[src/hw/addrGenPkg.sv]
`default_nettype none

package addrGenPkg;

	////////////////////
	// Bus types
	////////////////////

	// Upper address lines 15..11 of either CPU
	typedef logic [4:0] addrHi;

	// Count of vertical-blank falls since the last kick
	typedef logic [3:0] wdCount;

	// Sampled main CPU bus with write level active high
	typedef struct packed {
		addrHi addr;
		logic  write;
	} mainBusT;

	// Sampled sub CPU bus
	typedef struct packed {
		addrHi addr;
		logic  write;
	} subBusT;

	// Main CPU selects, active high inside the chip
	typedef struct packed {
		logic spriteRam;
		logic videoRam0;
		logic videoRam1;
		logic eeprom;
		logic progRom;
		logic latch0;
		logic latch1;
	} mainSelT;

	// Sub CPU selects
	typedef struct packed {
		logic cs0;
		logic cs1;
		logic cs2;
		logic cs3;
		logic cs4;
		logic rom;
	} subSelT;

	// Watchdog FSM
	typedef enum logic {
		running,
		tripped
	} wdState;

	////////////////////
	// Decode constants
	////////////////////

	// Count that wraps back to zero
	localparam wdCount wdLimit = 4'd10;
	// Count bit whose rise trips the main reset
	localparam int wdResetBit = 3;

	// Write-only strobes on the main bus
	localparam addrHi kickAddr = 5'b10000;     // 8000h
	localparam addrHi mainAckAddr = 5'b10001;  // 8800h
	// Sub CPU interrupt acknowledge
	localparam addrHi subAckAddr = 5'b10011;   // 9800h

	// Scroll and priority latch windows
	localparam addrHi latch0Addr = 5'b11010;   // D000h
	localparam addrHi latch1Addr = 5'b11011;   // D800h

endpackage

`default_nettype wire

[src/hw/busSampler.sv]
`timescale 1ns/1ps
`default_nettype none

module busSampler (
	input  wire                 clk6M,
	input  wire                 arstN,
	input  wire addrGenPkg::addrHi ma,
	input  wire                 mWeN,
	input  wire addrGenPkg::addrHi sa,
	input  wire                 sWeN,
	input  wire                 vBlankN,
	output addrGenPkg::mainBusT mainBus,
	output addrGenPkg::subBusT  subBus,
	output logic                vBlankFall
);

	// vBlankN as seen on the last edge
	logic vbSample;
	// And the edge before that
	logic vbPrev;

	////////////////////
	// Bus registers
	////////////////////

	always_ff @(posedge clk6M or negedge arstN) begin
		if (!arstN) begin
			mainBus  <= '0;
			subBus   <= '0;
			// Idle high so reset release gives no false fall
			vbSample <= 1'b1;
			vbPrev   <= 1'b1;
		end else begin
			// Main CPU side
			mainBus.addr  <= ma;
			mainBus.write <= ~mWeN;
			// Sub CPU side
			subBus.addr   <= sa;
			subBus.write  <= ~sWeN;
			// Two-deep history of vertical blank
			vbSample      <= vBlankN;
			vbPrev        <= vbSample;
		end
	end

	////////////////////
	// Edge detect
	////////////////////

	// One cycle high after the sampled level drops
	assign vBlankFall = vbPrev & ~vbSample;

endmodule

`default_nettype wire

[src/hw/cpuPhaseGen.sv]
`timescale 1ns/1ps
`default_nettype none

module cpuPhaseGen (
	input  wire  clk6M,
	input  wire  arstN,
	input  wire  clk0,
	output logic q
);

	// Registered copy of the CPU clock phase input
	logic       clk0Sample;
	// Free-running while clk0 is high, like a '161
	logic [3:0] phaseCount;

	////////////////////
	// Quadrature clock
	////////////////////

	always_ff @(posedge clk6M or negedge arstN) begin
		if (!arstN) begin
			clk0Sample <= 1'b0;
			phaseCount <= '0;
			q          <= 1'b0;
		end else begin
			clk0Sample <= clk0;
			// Held at zero while clk0 is low
			if (!clk0Sample) phaseCount <= '0;
			else phaseCount <= phaseCount + 4'd1;
			// Gray-coded low bits give the shifted phase
			q <= phaseCount[1] ^ phaseCount[0];
		end
	end

endmodule

`default_nettype wire

[src/hw/cus41Top.sv]
`timescale 1ns/1ps
`default_nettype none

module cus41Top (
	input  wire                    clk6M,
	input  wire                    arstN,
	input  wire addrGenPkg::addrHi ma,
	input  wire                    mWeN,
	input  wire addrGenPkg::addrHi sa,
	input  wire                    sWeN,
	input  wire                    vBlankN,
	input  wire                    clk0,
	output wire                    mResetN,
	output wire                    mIntN,
	output wire                    sIntN,
	output wire                    q,
	output wire [4:0]              mCsN,
	output wire                    mRomN,
	output wire                    lth0N,
	output wire                    lth1N,
	output wire [4:0]              sCsN,
	output wire                    sRomN
);

	import addrGenPkg::*;

	// Sampled buses
	mainBusT mainBus;
	subBusT  subBus;
	logic    vBlankFall;
	// Decoded strobes
	logic    kick;
	logic    mainAck;
	logic    subAck;
	mainSelT mainSel;
	subSelT  subSel;

	////////////////////
	// Input side
	////////////////////

	busSampler iBusSampler (
		.clk6M(clk6M), .arstN(arstN),
		.ma(ma), .mWeN(mWeN), .sa(sa), .sWeN(sWeN), .vBlankN(vBlankN),
		.mainBus(mainBus), .subBus(subBus), .vBlankFall(vBlankFall)
	);

	////////////////////
	// Decode and timing
	////////////////////

	mainDecoder iMainDecoder (
		.mainBus(mainBus), .mainSel(mainSel), .kick(kick), .mainAck(mainAck)
	);

	subDecoder iSubDecoder (
		.subBus(subBus), .subSel(subSel), .subAck(subAck)
	);

	// Watchdog and both interrupt lines
	watchdogIrq iWatchdogIrq (
		.clk6M(clk6M), .arstN(arstN), .vBlankFall(vBlankFall),
		.kick(kick), .mainAck(mainAck), .subAck(subAck),
		.mResetN(mResetN), .mIntN(mIntN), .sIntN(sIntN)
	);

	cpuPhaseGen iCpuPhaseGen (
		.clk6M(clk6M), .arstN(arstN), .clk0(clk0), .q(q)
	);

	////////////////////
	// Output side
	////////////////////

	selectDriver iSelectDriver (
		.clk6M(clk6M), .arstN(arstN), .mainSel(mainSel), .subSel(subSel),
		.mCsN(mCsN), .mRomN(mRomN), .lth0N(lth0N), .lth1N(lth1N),
		.sCsN(sCsN), .sRomN(sRomN)
	);

endmodule

`default_nettype wire

[src/hw/mainDecoder.sv]
`timescale 1ns/1ps
`default_nettype none

module mainDecoder (
	input  wire addrGenPkg::mainBusT mainBus,
	output addrGenPkg::mainSelT      mainSel,
	output logic                     kick,
	output logic                     mainAck
);

	import addrGenPkg::*;

	// Local copies of the sampled bus fields
	addrHi addr;
	logic  write;

	assign addr  = mainBus.addr;
	assign write = mainBus.write;

	////////////////////
	// Chip selects
	////////////////////

	always_comb begin
		mainSel = '0;

		// Lower half in 8K blocks on A15..A13
		case (addr[4:2])
			// 0000h-1FFFh
			3'b000: mainSel.spriteRam = 1'b1;
			// 2000h-3FFFh
			3'b001: mainSel.videoRam0 = 1'b1;
			// 4000h-5FFFh
			3'b010: mainSel.videoRam1 = 1'b1;
			// 6000h-7FFFh
			3'b011: mainSel.eeprom = 1'b1;
			// Upper half handled below
			default: mainSel.eeprom = 1'b0;
		endcase

		// Program ROM 8000h-FFFFh, reads only
		mainSel.progRom = addr[4] & ~write;

		// Scroll and priority latches in 2K windows
		mainSel.latch0 = (addr == latch0Addr);
		mainSel.latch1 = (addr == latch1Addr);
	end

	////////////////////
	// Write strobes
	////////////////////

	// Watchdog kick at 8000h
	assign kick = write && (addr == kickAddr);

	// Main IRQ acknowledge at 8800h
	assign mainAck = write && (addr == mainAckAddr);

endmodule

`default_nettype wire

[src/hw/selectDriver.sv]
`timescale 1ns/1ps
`default_nettype none

module selectDriver (
	input  wire                     clk6M,
	input  wire                     arstN,
	input  wire addrGenPkg::mainSelT mainSel,
	input  wire addrGenPkg::subSelT  subSel,
	output logic [4:0]              mCsN,
	output logic                    mRomN,
	output logic                    lth0N,
	output logic                    lth1N,
	output logic [4:0]              sCsN,
	output logic                    sRomN
);

	////////////////////
	// Pin registers
	////////////////////

	always_ff @(posedge clk6M or negedge arstN) begin
		if (!arstN) begin
			// Everything deselected
			mCsN  <= '1;
			mRomN <= 1'b1;
			lth0N <= 1'b1;
			lth1N <= 1'b1;
			sCsN  <= '1;
			sRomN <= 1'b1;
		end else begin
			// Board numbering, slot 3 has no device
			mCsN  <= ~{mainSel.eeprom, 1'b0, mainSel.spriteRam,
				mainSel.videoRam1, mainSel.videoRam0};
			mRomN <= ~mainSel.progRom;
			lth0N <= ~mainSel.latch0;
			lth1N <= ~mainSel.latch1;
			// Sub side in block order
			sCsN  <= ~{subSel.cs4, subSel.cs3, subSel.cs2, subSel.cs1, subSel.cs0};
			sRomN <= ~subSel.rom;
		end
	end

endmodule

`default_nettype wire

[src/hw/subDecoder.sv]
`timescale 1ns/1ps
`default_nettype none

module subDecoder (
	input  wire addrGenPkg::subBusT subBus,
	output addrGenPkg::subSelT      subSel,
	output logic                    subAck
);

	import addrGenPkg::*;

	addrHi addr;
	logic  write;

	assign addr  = subBus.addr;
	assign write = subBus.write;

	////////////////////
	// Chip selects
	////////////////////

	always_comb begin
		subSel = '0;

		// Five 8K blocks from the bottom of the map
		case (addr[4:2])
			3'b000: subSel.cs0 = 1'b1;
			3'b001: subSel.cs1 = 1'b1;
			3'b010: subSel.cs2 = 1'b1;
			3'b011: subSel.cs3 = 1'b1;
			// 8000h-9FFFh
			3'b100: subSel.cs4 = 1'b1;
			// A000h and up belongs to the ROM
			default: subSel.cs4 = 1'b0;
		endcase

		// ROM A000h-FFFFh on reads
		subSel.rom = addr[4] & (addr[3] | addr[2]) & ~write;
	end

	////////////////////
	// Write strobe
	////////////////////

	// Sub IRQ acknowledge at 9800h
	assign subAck = write && (addr == subAckAddr);

endmodule

`default_nettype wire

[src/hw/watchdogIrq.sv]
`timescale 1ns/1ps
`default_nettype none

module watchdogIrq (
	input  wire  clk6M,
	input  wire  arstN,
	input  wire  vBlankFall,
	input  wire  kick,
	input  wire  mainAck,
	input  wire  subAck,
	output logic mResetN,
	output logic mIntN,
	output logic sIntN
);

	import addrGenPkg::*;

	wdCount count;
	wdCount countNext;
	wdState state;
	wdState stateNext;
	// IRQ latches, active high
	logic   mainIrq;
	logic   subIrq;

	////////////////////
	// Watchdog
	////////////////////

	// Kick beats a vertical-blank fall in the same cycle
	always_comb begin
		countNext = count;
		if (kick) begin
			countNext = '0;
		end else if (vBlankFall) begin
			countNext = count + 4'd1;
			// Wrap at the limit
			if (countNext == wdLimit) begin
				countNext = '0;
			end
		end
	end

	// Trip on the reset bit, release on wrap or kick
	always_comb begin
		stateNext = state;
		case (state)
			running: if (countNext[wdResetBit]) stateNext = tripped;
			tripped: if (countNext == '0) stateNext = running;
			default: stateNext = running;
		endcase
	end

	always_ff @(posedge clk6M or negedge arstN) begin
		if (!arstN) begin
			count   <= '0;
			state   <= running;
			mainIrq <= 1'b0;
			subIrq  <= 1'b0;
			// Pins idle high
			mResetN <= 1'b1;
			mIntN   <= 1'b1;
			sIntN   <= 1'b1;
		end else begin
			count <= countNext;
			state <= stateNext;
			// Ack has priority over a new request
			if (mainAck) mainIrq <= 1'b0;
			else if (vBlankFall) mainIrq <= 1'b1;
			if (subAck) subIrq <= 1'b0;
			else if (vBlankFall) subIrq <= 1'b1;
			// Output stage
			mResetN <= (state != tripped);
			mIntN   <= ~mainIrq;
			sIntN   <= ~subIrq;
		end
	end

endmodule

`default_nettype wire

[config.mk]
export PLATFORM = sky130hd
export DESIGN_NAME = cus41Top
export DESIGN_NICKNAME = d
export VERILOG_FILES = /design/src/hw/addrGenPkg.sv /design/src/hw/busSampler.sv /design/src/hw/cpuPhaseGen.sv /design/src/hw/cus41Top.sv /design/src/hw/mainDecoder.sv /design/src/hw/selectDriver.sv /design/src/hw/subDecoder.sv /design/src/hw/watchdogIrq.sv
export SDC_FILE = /design/constraint.sdc
export NUM_CORES = 1
export LEC_CHECK = 0
export BUFFER_PORTS_ARGS = -buffer_cell sky130_fd_sc_hd__buf_2
export CORE_MARGIN = 2
export CORE_UTILIZATION = 23
export CTS_CLUSTER_DIAMETER = 80
export DETAILED_ROUTE_END_ITERATION = 8
export PLACE_DENSITY = 0.48
export SLEW_MARGIN = 15
export SYNTH_ARGS = -nofsm -noshare
export SYNTH_HDL_FRONTEND = slang
export SYNTH_SLANG_ARGS = --single-unit
[constraint.sdc]
create_clock -name clk6M -period 3.5 [get_ports clk6M]
set_clock_uncertainty 0.1 [all_clocks]
set_input_delay 0.175 -clock clk6M [delete_from_list [all_inputs] [get_ports clk6M]]
set_output_delay 0.175 -clock clk6M [all_outputs]
set_load 0.01 [all_outputs]
==> impl_results.md <==
* RSZ-0062 raised after global routing: false
* Sequential-to-total area share from yosys stat at 0.697
* Initial antenna violation count at 0
* Die area at 0.00721 mm²
* Simple logic cell fraction of the synthesized area at 0.174
* # H-tree levels at 2
* Mapped Avg Cell Area at 13.9 µm²
* Multiplexer share of the synthesized area at 0.0150
* DR iter-0 viols at 56
* Antenna diodes at 0
* Final RePlAce weighted congestion at 0.759
* Largest net degree at the start of global routing at 42
* Row cnt at 29
* Via/cell ratio at 4.00
* NumNets Final at 178
* Synthesized cell area at 0.00151 mm²
* Startpoint Class: register
* Int Pwr at 0.789 mW
* Clk pin slew, worst setup/hold paths at 0.08 ns
* Synth warn at 0
* Number of global-route vias before repair at 1,028
* Core Area at 0.00635 mm²
* Syn nets at 126
* Share of the synthesized area in the top cell type at 0.382
* Most frequent cells in the layout: 32 x buf_2, 23 x dfrtp_1, 18 x dfstp_2, 15 x dlygate4sd3_1
* Post-DP HPWL at 1790 µm
* Dominant cell type by area after synthesis: dfrtp_1
* 1st-pass router iterations at 4
* Post-layout util at 0.313
* Share of layout cells above drive strength 1 at 0.441
* Sequential share of power at 0.532
* Minimum clock period at 2.10 ns
* Critical Path RT at 3.56 ns
* Post-route ant nets at 0
* Worst slew pin tran at 0.834 ns
* Crit path max fanout at 11
* First-pass GRT wire length at 4700 µm
* Synth Area in XOR/XNOR at 0.0233
* CTS tree: done
* Total wire length at 2700 µm
* Initial Utilization at 0.237
* Max-slew violations at 0
* Area fraction in compound gates after synthesis at 0.0466
* Setup TNS at 0 ns
* MaxCap Viol Count at 0
* PwrDens at 558 mW/mm²
* Total CTS buffers at 5
* Comb power frac at 0.203
* Sw power at 0.320 mW
* Final setup violation count at 0
* Chip Height at 84.9 µm
* GRT overflow at 0
* Final Hold Fails at 0
* CTS max path bufs at 2
* Pleak at 0.872 nW
* Crit path kind: register to register
* Hold slack at 0.267 ns
* Total Routing Usage GR at 0.0849
* WL/cell at 11.3 µm
* Layout area overhead at 31.9%
* Worst slew margin at 0.444
* CP Capture Type: register
* Clock network power share at 0.264
* Max VDD drop at 0.000247 V
* Distinct cells, synth at 38
* Buffers on Ports at 32
* Hold Crit Class: register to register
* Cells after synthesis at 108
* Outcome: complete, no violations
* Main combinational cell family by area after synthesis: simple AND/OR/NAND/NOR gates
* Achievable Freq at 0.476 GHz
* CTS root buf: clkbuf_8
* Synth Area in Adders at 0.0166
* Chip Width at 84.9 µm
* Yosys reg bits at 41
* Switching share of power at 0.288
* # fillers at 627
* Clk Latency, worst-skew pair at 0.29 ns
* Top cells by area, synth: dfrtp_1 38%, dfstp_2 31%, or3b_2 2.3%, inv_1 1.7%, nor2_1 1.7%
* Post-route DRC at 0
* Period utilization at 0.600
* Clock sink count at 41
* Top-Level Pins at 34
* Crit path DAT at 2.16 ns
* Most common cell after layout, fill and taps aside: buf_2
* Vias at 951
[area by class of cell]
cell class	count	area [µm²]	share of cell area
clock buffers	5	68.8	0.0347
inverters	7	26.3	0.0132
multi-input cells	58	418	0.210
flip-flops and latches	41	1050	0.528
clock inverters	3	17.5	0.00882
well taps	77	96.3	0.0485
repair buffers	47	310	0.156
[worst max-delay path, cell delays in order, from the launching register on]
cell and delay [ns]:
dfstp_2 0.52, nor2b_1 0.61, mux2_2 0.41, a21oi_1 0.20, o221ai_2 0.14
[cells by family after synthesis]
group / after synthesis
flops: 41
simple gates: 41
buf+inv: 9
compound gates: 8
xor+xnor: 4
fa+ha+maj: 2
mux: 2
other cells: 1
[repair_timing]
action | CTS | global route
buffers inserted | 0 | 0
endpoints found under the hold margin | 37 | 0
gates resized for setup | 0 | 0
hold buffers | 15 | 0
[synth_stat cells]
library cell and instances:
or2b_1 1, buf_2 1, a21oi_1 2, nor2b_1 2, nand2b_1 3, nand4_2 1, or3_1 1, dfrtp_1 23
or3_2 1, nand3_1 2, o211ai_1 1, ha_1 2, or4_4 1, or3b_2 4, inv_1 7, dfstp_2 18
o221ai_2 1, nor3b_1 2, nand4_1 2, a21boi_0 1, o22a_1 1, nor2_1 7, nand2_1 4, nor4_1 1
and2b_2 1, nand3b_1 2, buf_4 1, a31o_2 1, nand4b_1 1, mux2_2 2, and3_1 1, nor3_1 1
and3b_1 1, xnor2_1 2, xor2_1 2, conb_1 1, o211ai_2 1, and2_1 2
[power groups by stage]
stage	clock network [mW]	registers (mW)	logic [mW]
floorplan	0	0.589	0.155
global placement	0	0.595	0.205
detailed placement	0	0.597	0.214
CTS	0.309	0.590	0.228
global route	0.337	0.599	0.258
finish	0.293	0.590	0.225
[sequential cells by signal, summed over array words and instances, names as in the netlist, 2 cells and up]
name,flops
iSelectDriver.sCsN,5
iCpuPhaseGen.phaseCount,2
iWatchdogIrq.count,4
iBusSampler.subBus,6
iSelectDriver.mCsN,4
iBusSampler.mainBus,6
[worst paths after layout]
check | from | endpoint | slack, ns | cells past startpoint
worst max-delay path | iBusSampler.vbPrev$_DFF_PN1_ | iWatchdogIrq.state$_DFF_PN0_ | 1.40 | 4
worst min-delay path | iBusSampler.vbSample$_DFF_PN1_ | iBusSampler.vbPrev$_DFF_PN1_ | 0.27 | 0
worst max register to register | iBusSampler.vbPrev$_DFF_PN1_ | iWatchdogIrq.state$_DFF_PN0_ | 1.40 | 4
worst min register to register | iBusSampler.vbSample$_DFF_PN1_ | iBusSampler.vbPrev$_DFF_PN1_ | 0.27 | 0
max in group asynchronous | arstN | iWatchdogIrq.subIrq$_DFFE_PN0P_ | 2.35 | 2
min in group asynchronous | arstN | iCpuPhaseGen.q$_DFF_PN0_ | 0.42 | 2
[per-layer routing]
layer  up-vias  track usage  share of wire
li1        461            -              -
met3         5       0.0321          0.043
met2        23        0.147           0.53
met4         0       0.0303          0.013
met1       462       0.0960           0.42
met5         -            0              0
[stage by stage]
stage | worst slack (ns) | cell area (µm²) | cells | power [mW]
3_5_place_dp | 1.40 | 1750 | 215 | 0.811
6_report | 1.40 | 1990 | 238 | 1.11
5_1_grt | 1.20 | 1990 | 238 | 1.19
2_1_floorplan | 1.85 | 1510 | 108 | 0.745
3_3_place_gp | 1.49 | 1750 | 215 | 0.801
4_1_cts | 1.38 | 1990 | 238 | 1.13
(Power assumes the default switching activity.)
